### config.mk
export PLATFORM = sky130hd
export DESIGN_NAME = video_blend_top
export DESIGN_NICKNAME = d
export VERILOG_FILES = /design/src/common/video_pkg.sv /design/src/common/blend_pkg.sv /design/src/blend/alpha_select.sv /design/src/blend/channel_scale.sv /design/src/blend/blend_mix.sv /design/src/verilog/video_blend_top.sv
export SDC_FILE = /design/constraint.sdc
export NUM_CORES = 1
export LEC_CHECK = 0
export BUFFER_PORTS_ARGS = -buffer_cell sky130_fd_sc_hd__buf_2
export CAP_MARGIN = 10
export CELL_PAD_IN_SITES_DETAIL_PLACEMENT = 2
export CELL_PAD_IN_SITES_GLOBAL_PLACEMENT = 2
export CORE_UTILIZATION = 35
export DETAILED_ROUTE_END_ITERATION = 16
export HOLD_SLACK_MARGIN = 0.03
export PLACE_DENSITY_LB_ADDON = 0.15
export SLEW_MARGIN = 20
export SYNTH_ARGS = -nofsm -noshare
export SYNTH_HDL_FRONTEND = slang
export SYNTH_SLANG_ARGS = --single-unit
### constraint.sdc
create_clock -name clk -period 3.6 [get_ports clk]
set_input_delay 0.72 -clock clk [delete_from_list [all_inputs] [get_ports clk]]
set_output_delay 0.72 -clock clk [all_outputs]
set_load 0.05 [all_outputs]
### src/common/video_pkg.sv
`default_nettype none

package video_pkg;

    localparam int CHAN_W        = 4;          // bits per colour channel
    localparam int BLEND_LATENCY = 3;          // input to output, in clocks

    // one colour channel, also used for alpha and weights
    typedef logic [CHAN_W-1:0] chan_t;

    localparam chan_t CHAN_MAX = '1;           // full intensity / full weight

    // 12-bit rgb pixel, red in the top nibble
    typedef struct packed {
        chan_t r;                              // red
        chan_t g;                              // green
        chan_t b;                              // blue
    } rgb_t;

    // 16-bit argb pixel
    // layer B: alpha is the B alpha
    // layer A: alpha[3] forces A opaque, alpha[2] turns B off, [1:0] spare
    typedef struct packed {
        chan_t alpha;                          // alpha or layer-A flags
        rgb_t  rgb;                            // colour
    } argb_t;

    // raster timing carried next to each pixel
    typedef struct packed {
        logic de;                              // display enable
        logic hsync;                           // horizontal sync
        logic vsync;                           // vertical sync
    } vid_timing_t;

endpackage : video_pkg

`default_nettype wire

### src/common/blend_pkg.sv
`default_nettype none

package blend_pkg;

    import video_pkg::*;

    localparam int TERM_W = 7;                 // one scaled channel term
    localparam int SUM_W  = 8;                 // term sum, msb flags overflow

    // encoded as {a_opaque, b_off} straight from colour A bits 15:14
    typedef enum logic [1:0] {
        BLEND_ALPHA    = 2'b00,                // B alpha vs its complement
        BLEND_B_OFF    = 2'b01,                // A weighted, B dropped
        BLEND_A_OPAQUE = 2'b10,                // A full, B added on top
        BLEND_A_ONLY   = 2'b11                 // A full, B dropped
    } blend_mode_e;

    typedef logic [TERM_W-1:0] term_val_t;
    typedef logic [SUM_W-1:0]  sum_t;

    // three weighted channel terms of one layer
    typedef struct packed {
        term_val_t r;                          // red term
        term_val_t g;                          // green term
        term_val_t b;                          // blue term
    } rgb_term_t;

    // stage 1 register, 35 bits
    typedef struct packed {
        rgb_t        a_rgb;                    // layer A colour
        rgb_t        b_rgb;                    // layer B colour
        chan_t       a_weight;                 // weight applied to A
        chan_t       b_weight;                 // weight applied to B
        vid_timing_t timing;                   // syncs for this pixel
    } operand_t;

    // stage 2 register, 45 bits
    typedef struct packed {
        rgb_term_t   a_term;                   // scaled A channels
        rgb_term_t   b_term;                   // scaled B channels
        vid_timing_t timing;                   // syncs for this pixel
    } term_t;

endpackage : blend_pkg

`default_nettype wire

### src/blend/alpha_select.sv
`default_nettype none

module alpha_select (
    input  wire logic                  clk,
    input  wire logic                  rst_n_i,      // sync, active low
    input  wire video_pkg::argb_t      colour_a_i,   // layer A colour + flags
    input  wire video_pkg::argb_t      colour_b_i,   // layer B colour + alpha
    input  wire video_pkg::vid_timing_t timing_i,    // raster timing in
    output blend_pkg::operand_t        operand_o     // stage 1 register
);

    import video_pkg::*;
    import blend_pkg::*;

    blend_mode_e mode;                         // decoded layer-A flags
    chan_t       b_alpha;                      // layer B alpha
    chan_t       a_weight;                     // next A weight
    chan_t       b_weight;                     // next B weight
    operand_t    operand_d;                    // next stage 1 value

    assign b_alpha = colour_b_i.alpha;

    // flags sit in the top two bits of the A alpha field
    assign mode = blend_mode_e'(colour_a_i.alpha[3:2]);

    always_comb begin
        unique case (mode)
            BLEND_ALPHA: begin
                a_weight = ~b_alpha;           // 1 - alpha
                b_weight = b_alpha;
            end
            BLEND_A_OPAQUE: begin
                a_weight = CHAN_MAX;           // A at 100%
                b_weight = b_alpha;            // B still blended on top
            end
            BLEND_B_OFF: begin
                a_weight = ~b_alpha;
                b_weight = '0;                 // B suppressed
            end
            BLEND_A_ONLY: begin
                a_weight = CHAN_MAX;
                b_weight = '0;                 // A passes unchanged
            end
            default: begin
                a_weight = CHAN_MAX;
                b_weight = '0;
            end
        endcase
    end

    always_comb begin
        operand_d.a_rgb    = colour_a_i.rgb;
        operand_d.b_rgb    = colour_b_i.rgb;
        operand_d.a_weight = a_weight;
        operand_d.b_weight = b_weight;
        operand_d.timing   = timing_i;         // syncs ride with the pixel
    end

    always_ff @(posedge clk) begin
        if (!rst_n_i) begin
            operand_o <= '0;                   // syncs inactive, black
        end else begin
            operand_o <= operand_d;
        end
    end

endmodule : alpha_select

`default_nettype wire

### src/blend/channel_scale.sv
`default_nettype none

module channel_scale (
    input  wire logic                clk,
    input  wire logic                rst_n_i,    // sync, active low
    input  wire blend_pkg::operand_t operand_i,  // colours, weights, timing
    output blend_pkg::term_t         term_o      // stage 2 register
);

    import video_pkg::*;
    import blend_pkg::*;

    rgb_term_t a_term;                         // scaled A channels
    rgb_term_t b_term;                         // scaled B channels
    term_t     term_d;                         // next stage 2 value

    // one channel times one weight, result in 1/8 units of a channel step
    // full weight means exactly c, so take c*8 instead of c*15/2
    function automatic term_val_t scale_chan(chan_t c, chan_t w);
        logic [2*CHAN_W-1:0] prod;             // full 8-bit product
        term_val_t           term;
        prod = c * w;                          // inferred 4x4 multiply
        if (w == CHAN_MAX) begin
            term = {c, 3'b000};                // 100% alpha shortcut
        end else begin
            term = prod[2*CHAN_W-1:1];         // halve, round down
        end
        return term;
    endfunction

    // all three channels of a layer share one weight
    function automatic rgb_term_t scale_rgb(rgb_t c, chan_t w);
        rgb_term_t t;
        t.r = scale_chan(c.r, w);
        t.g = scale_chan(c.g, w);
        t.b = scale_chan(c.b, w);
        return t;
    endfunction

    assign a_term = scale_rgb(operand_i.a_rgb, operand_i.a_weight);
    assign b_term = scale_rgb(operand_i.b_rgb, operand_i.b_weight);

    always_comb begin
        term_d.a_term = a_term;
        term_d.b_term = b_term;
        term_d.timing = operand_i.timing;      // one more stage of sync delay
    end

    // products are registered here so stage 3 only adds
    always_ff @(posedge clk) begin
        if (!rst_n_i) begin
            term_o <= '0;
        end else begin
            term_o <= term_d;
        end
    end

endmodule : channel_scale

`default_nettype wire

### src/blend/blend_mix.sv
`default_nettype none

module blend_mix (
    input  wire logic              clk,
    input  wire logic              rst_n_i,      // sync, active low
    input  wire blend_pkg::term_t  term_i,       // six terms + timing
    output video_pkg::rgb_t        blend_rgb_o,  // final pixel
    output video_pkg::vid_timing_t timing_o      // timing aligned to pixel
);

    import video_pkg::*;
    import blend_pkg::*;

    sum_t sum_r;                               // A + B red
    sum_t sum_g;                               // A + B green
    sum_t sum_b;                               // A + B blue
    rgb_t mix_rgb;                             // saturated mix

    // sum is in 1/8 steps; msb set means the channel ran past 15
    function automatic chan_t saturate(sum_t s);
        chan_t c;
        if (s[SUM_W-1]) begin
            c = CHAN_MAX;                      // clamp on overflow
        end else begin
            c = s[SUM_W-2 -: CHAN_W];          // drop 3 fraction bits
        end
        return c;
    endfunction

    assign sum_r = sum_t'(term_i.a_term.r) + sum_t'(term_i.b_term.r);
    assign sum_g = sum_t'(term_i.a_term.g) + sum_t'(term_i.b_term.g);
    assign sum_b = sum_t'(term_i.a_term.b) + sum_t'(term_i.b_term.b);

    always_comb begin
        mix_rgb.r = saturate(sum_r);
        mix_rgb.g = saturate(sum_g);
        mix_rgb.b = saturate(sum_b);
    end

    always_ff @(posedge clk) begin
        if (!rst_n_i) begin
            blend_rgb_o <= '0;                 // black
            timing_o    <= '0;                 // de and syncs low
        end else begin
            // blanking forces black, syncs pass either way
            blend_rgb_o <= term_i.timing.de ? mix_rgb : '0;
            timing_o    <= term_i.timing;
        end
    end

endmodule : blend_mix

`default_nettype wire

### src/verilog/video_blend_top.sv
`default_nettype none

// three-stage blender, every pixel and its syncs come out 3 clocks later
module video_blend_top (
    input  wire logic                   clk,
    input  wire logic                   rst_n_i,     // sync, active low
    input  wire video_pkg::argb_t       colour_a_i,  // layer A, flags in [15:14]
    input  wire video_pkg::argb_t       colour_b_i,  // layer B, alpha in [15:12]
    input  wire video_pkg::vid_timing_t timing_i,    // de, hsync, vsync
    output video_pkg::rgb_t             blend_rgb_o, // blended pixel
    output video_pkg::vid_timing_t      timing_o     // delayed timing
);

    import blend_pkg::*;

    operand_t operand;                         // stage 1 -> stage 2
    term_t    term;                            // stage 2 -> stage 3

    // stage 1: flag decode and weight select
    alpha_select i_alpha_select (
        .clk        (clk),
        .rst_n_i    (rst_n_i),
        .colour_a_i (colour_a_i),
        .colour_b_i (colour_b_i),
        .timing_i   (timing_i),
        .operand_o  (operand)
    );

    // stage 2: per-channel multiply
    channel_scale i_channel_scale (
        .clk       (clk),
        .rst_n_i   (rst_n_i),
        .operand_i (operand),
        .term_o    (term)
    );

    // stage 3: add, clamp, blank
    blend_mix i_blend_mix (
        .clk         (clk),
        .rst_n_i     (rst_n_i),
        .term_i      (term),
        .blend_rgb_o (blend_rgb_o),
        .timing_o    (timing_o)
    );

endmodule : video_blend_top

`default_nettype wire

## Yosys cells after proc, flatten, opt, wreduce, memory -nomap -nowiden

Cells that the tools add are included.

| cells by class | value |
|---|---|
| add/subtract/negate cells | 3 |
| $mul | 6 |
| eq/ne operators | 5 |
| muxes and demuxes | 11 |
| bitwise logic cells | 2 |
| reductions and logical operators | 8 |

Operator list:

| operator | number |
|---|---|
| 4-bit by 4-bit multiplier with 8-bit output | 6 |
| 7-bit 2-to-1 mux | 6 |
| 7-bit by 7-bit adder with 8-bit output | 3 |
| 4-bit case mux with 2 select lines | 2 |
| 4-bit 2-to-1 mux | 3 |
| 2-bit OR reduction | 6 |
| 4-bit == test (second input constant) | 2 |
| 2-bit == test (second input constant) | 2 |
| 4-bit inverter | 1 |
| 2-bit by 1-bit == test with 1-bit output (second input constant) | 1 |
| 2-bit zero test | 1 |
| 2-bit AND reduction | 1 |
| 1-bit inverter | 1 |

| word-level totals | value |
|---|---|
| register bits after elaboration | 95 |
| input bits | 37 |
| output and inout bits | 15 |
| logic and storage cells | 67 |

## Longest topological paths before layout

| logic depth | value |
|---|---|
| depth after elaboration | 3 |
| mapped depth | 11 |
| depth with buffers taken out | 10 |

## By module

Synthesis repeated with hierarchy kept, for this count alone.

| second synthesis, totals | value |
|---|---|
| cells, all modules | 642 |
| area, all modules | 6,189.7 um^2 |

By module, submodules not included:

| module | instances | cells an instance | area an instance (um^2) | seq. area each (um^2) |
|---|---|---|---|---|
| channel_scale | 1 | 460 | 4,204.0 | 900.9 |
| blend_mix | 1 | 107 | 1,032.2 | 300.3 |
| alpha_select | 1 | 75 | 953.4 | 700.7 |

## Worst setup path before layout

OpenSTA, ideal clock, no wires.

| timing path | value |
|---|---|
| path kind | reg-to-reg |
| from | register i_alpha_select.operand_o[6] (netlist bit) |
| to | register i_channel_scale.term_o[16] (netlist bit) |
| library setup time | 0.127 ns |
| arrival time | 2.929 ns |
| required time | 3.473 ns |
| setup slack | 0.544 ns |
| stages on the path, launching flop included | 11 |
| path buffers | 1 |
| clock period less this slack | 3.056 ns |
| cell sequence | dfxtp_1 clkbuf_1 nand2_1 fa_1 fa_1 inv_1 ha_1 a21o_1 a211oi_1 nor3_1 or3b_1 |

| on the way | value |
|---|---|
| cells in the longest elaborated chain, start to end | 2 |
| elaborated cells on any way between the ends | 3 |
| classes of those cells | mul (1); eq/ne (1); mux (1) |

Ends and longest elaborated chain:

| what | line | RTL |
|---|---|---|
| from (decl) | alpha_select.sv:9 | `output blend_pkg::operand_t operand_o` |
| from (signal assigned) | alpha_select.sv:63 | `operand_o <= operand_d;` |
| 4-bit by 4-bit multiplier with 8-bit output / 4-bit == test (equally long branches) | channel_scale.sv:22, channel_scale.sv:23 |  |
| 7-bit 2-to-1 mux * | channel_scale.sv:23 | `if (w == CHAN_MAX) begin` |
| to (signal assigned) | channel_scale.sv:54 | `term_o <= term_d;` |
| to (decl) | channel_scale.sv:7 | `output blend_pkg::term_t term_o` |

Every way passes the cells marked *; elsewhere a longest branch is shown, timed or not.
A chain may end at the register's enable or synchronous reset.

## Worst setup path after layout

| timing path | value |
|---|---|
| from | register i_alpha_select.operand_o[10] (netlist bit) |
| to | register i_channel_scale.term_o[30] (netlist bit) |

Same word-level chain as after synthesis.

==> flow_summary.yaml <==
run_status:
  status: "finished, final reports clean"
logic_synthesis:
  avgSynthCellArea_um2: 9.49
  netlist_area_um2: 6000
  synthFlopType: "dfxtp_1"
  syn_nets: 783
  synth-async-reset-ratio_pct: 0
  syn_inst: 632
  ys_types: 46
  yosys_warnings: 0
  yosysSeqAreaShare_pct: 31.7
  yosysTopAreaCellShare_pct: 31.7
  yosysMostFrequentCell: "and2_1"
  yosysTopAreaCell: "dfxtp_1"
  synth_edf_count: 0
  yosys-top-cells-area: "dfxtp_1 (32%), ha_1 (19%), and2_1 (11%)"
  yosys-top-cells-count: "and2_1 (102), dfxtp_1 (95), ha_1 (90)"
  ys_ff_latch: 95
power:
  p_per_area_nw_per_um2: 339
  pwr-share-comb_pct: 10.8
  intPower_w: 0.00170
  seq_power_share_pct: 49.8
  swShare_pct: 26.0
  clockPowerShare_pct: 39.4
  p_sw_w: 0.000596
  vdd_drop_max_mv: 0.247
  p_leak_nw: 3.58
finish:
  nets: 827
  stdcell_area_um2: 6750
  fill_cells: 1843
  n_antenna_cell: 0
  drive_gt1_share_pct: 11.3
  syn2layout_area_growth_pct: 12.5
  final_cells: 901
sta:
  finClkSkew_ns: 0.00601
  max_slew_margin_pct: 54.1
  slew_violations: 0
  max_freq_mhz: 300
  setup_viol: 0
  final.setup.tns_ns: 0
  worstMarginPinSlew_ns: 0.687
  post-route-period-util_pct: 92.6
  fin_crit_ns: 3.33
  worst_slack_ns: 0.266
  finalHoldViolations: 0
  rsz0062_at_grt: "no"
  holdWs_ns: 0.437
worst_setup_path:
  max_stage_delay_ns: 0.62
  cp_max_fo: 11
  worstPathRequired_ns: 3.84
  arrival_ns: 3.57
  worst_path_most_repeated_cell: "fa_1"
  r2r_slack_ns: 0.27
  worst-setup-path-type: "register to register"
  start_kind: "register"
  cp_slowest_cell: "dfxtp_1"
  cp-end-kind: "register"
  worstPathCellList: "nand2_1 > fa_1 > fa_1 > inv_1 > ha_1 > a21o_1 > a211oi_1 > nor3_1 > or3b_1"
detailed_routing:
  vias: 4673
  drt_first_pass_iters: 4
  drt_iter0_drc: 104
  drtAntennaViolNets: 0
  routed_via_density: 5.19
  wl_per_cell_um: 17.2
  routed_wl_mm: 15.5
  remaining_drc_errors: 0
cts:
  cts_root_buffer: "clkbuf_16"
  h-tree-depth: 3
  clk_latency_ns: 0.35
  cts_hold_buf: 0
  cts_resized: 0
  cts.sinks: 95
  numCtsBuffers: 9
  clk_pin_slew_worst_paths_ns: 0.07
  cts_max_path_buffers: 2
  tritoncts: "built"
  cts_setup_buffers: 0
hold_path:
  hp-class: "register to register"
place:
  dp_hpwl_mm: 12.1
  post-place-ws_ns: 0.261
  dp.cells: 885
  placed_area_um2: 6480
  place.gp.congestion: 0.816
  port-buffer-count: 49
global_route:
  grt_max_degree: 63
  grt_pass1_vias: 5480
  grt_pass1_wl_mm: 26.9
  grtUsageTotal_pct: 19.6
  antenna_found_initial: 0
  grt-ovfl-total: 0
floorplan:
  core_area_um2: 16600
  io_pins: 52
  initial_core_util_pct: 36.0
  die_area_um2: 17700
  die_y_um: 133
  die_w_um: 133
  row_count: 47
run:
  cap_violations: 0
## state kept, by name, indices dropped and copies added (netlist names)
register,cells
i_blend_mix.blend_rgb_o,12
i_blend_mix.timing_o,3
i_alpha_select.operand_o,35
i_channel_scale.term_o,45
## power groups by stage
stage	combinational (W)	sequential (W)	clock [W]
finish	0.000248	0.00114	0.000903
floorplan	0.000173	0.00114	0
global route	0.000286	0.00115	0.000975
detailed placement	0.000252	0.00117	0
CTS	0.000256	0.00114	0.000936
global placement	0.000237	0.00116	0
## worst max-delay path: cells and delay by family, from the launching register on
family / cells / cell delay [ns]
compound gates: 2 / 0.54
fa+ha+maj: 3 / 1.37
buf+inv: 1 / 0.07
flops: 1 / 0.62
simple gates: 3 / 0.62
## metal layers
layer	routed length, um	global-route usage (%)
met3	305	2.87
met4	322	7.09
met5	0	0
met1	6620	22.0
met2	8220	37.1
## per-stage QoR
stage          power [W]  utilization [%]
2_1_floorplan    0.00132                -
3_3_place_gp     0.00140             38.9
4_1_cts          0.00233             40.6
3_5_place_dp     0.00142             38.9
5_1_grt          0.00241             40.6
6_report         0.00229             40.6
## path summary, 6_finish.rpt
path	from	end	cells past startpoint
worst max-delay path	i_alpha_select.operand_o[10]	i_channel_scale.term_o[30]	9
worst min-delay path	i_channel_scale.term_o[0]	i_blend_mix.timing_o[0]	1
worst max register to register	i_alpha_select.operand_o[10]	i_channel_scale.term_o[30]	9
worst min register to register	i_channel_scale.term_o[0]	i_blend_mix.timing_o[0]	1
## kinds of logic (layout without fill, tap and decap cells)
logic type | Yosys count | in the layout | synth area share (%)
AND/OR/NAND/NOR | 235 | 235 | 22.8
adder cells (fa/ha/maj) | 114 | 114 | 26.8
AO/OA/AOI/OAI | 107 | 107 | 11.4
flip-flops | 95 | 95 | 31.7
buffers and inverters | 58 | 107 | 3.92
XOR/XNOR | 23 | 23 | 3.36
## layout make-up
| cell class | count | area [um2] | share of cell area (%) |
|---|---|---|---|
| inverters | 33 | 124 | 1.83 |
| clock inverters | 5 | 32.5 | 0.482 |
| repair buffers | 58 | 313 | 4.63 |
| well taps | 220 | 275 | 4.08 |
| clock buffers | 11 | 243 | 3.60 |
| flip-flops and latches | 95 | 1900 | 28.2 |
| multi-input cells | 479 | 3860 | 57.2 |
## placed cells by master (no fill, tap or decap), types with 3 or more instances in the layout
cell,n
nand4b_1,4
a21oi_1,24
clkinv_2,3
o211a_1,6
a21o_1,12
nand2_1,46
or3b_1,6
and2_1,102
nor2_1,6
nand3_1,18
xor2_1,12
a211oi_1,6
dfxtp_1,95
clkbuf_16,9
fa_1,24
nor3_1,13
xnor2_1,11
o21ai_0,27
nand3b_1,4
o21ai_1,7
nor2b_1,3
and3_1,20
buf_4,9
inv_1,32
and4b_1,4
buf_2,49
a211o_1,3
ha_1,90
a21boi_0,5
Power figures use the tool's default switching activity.
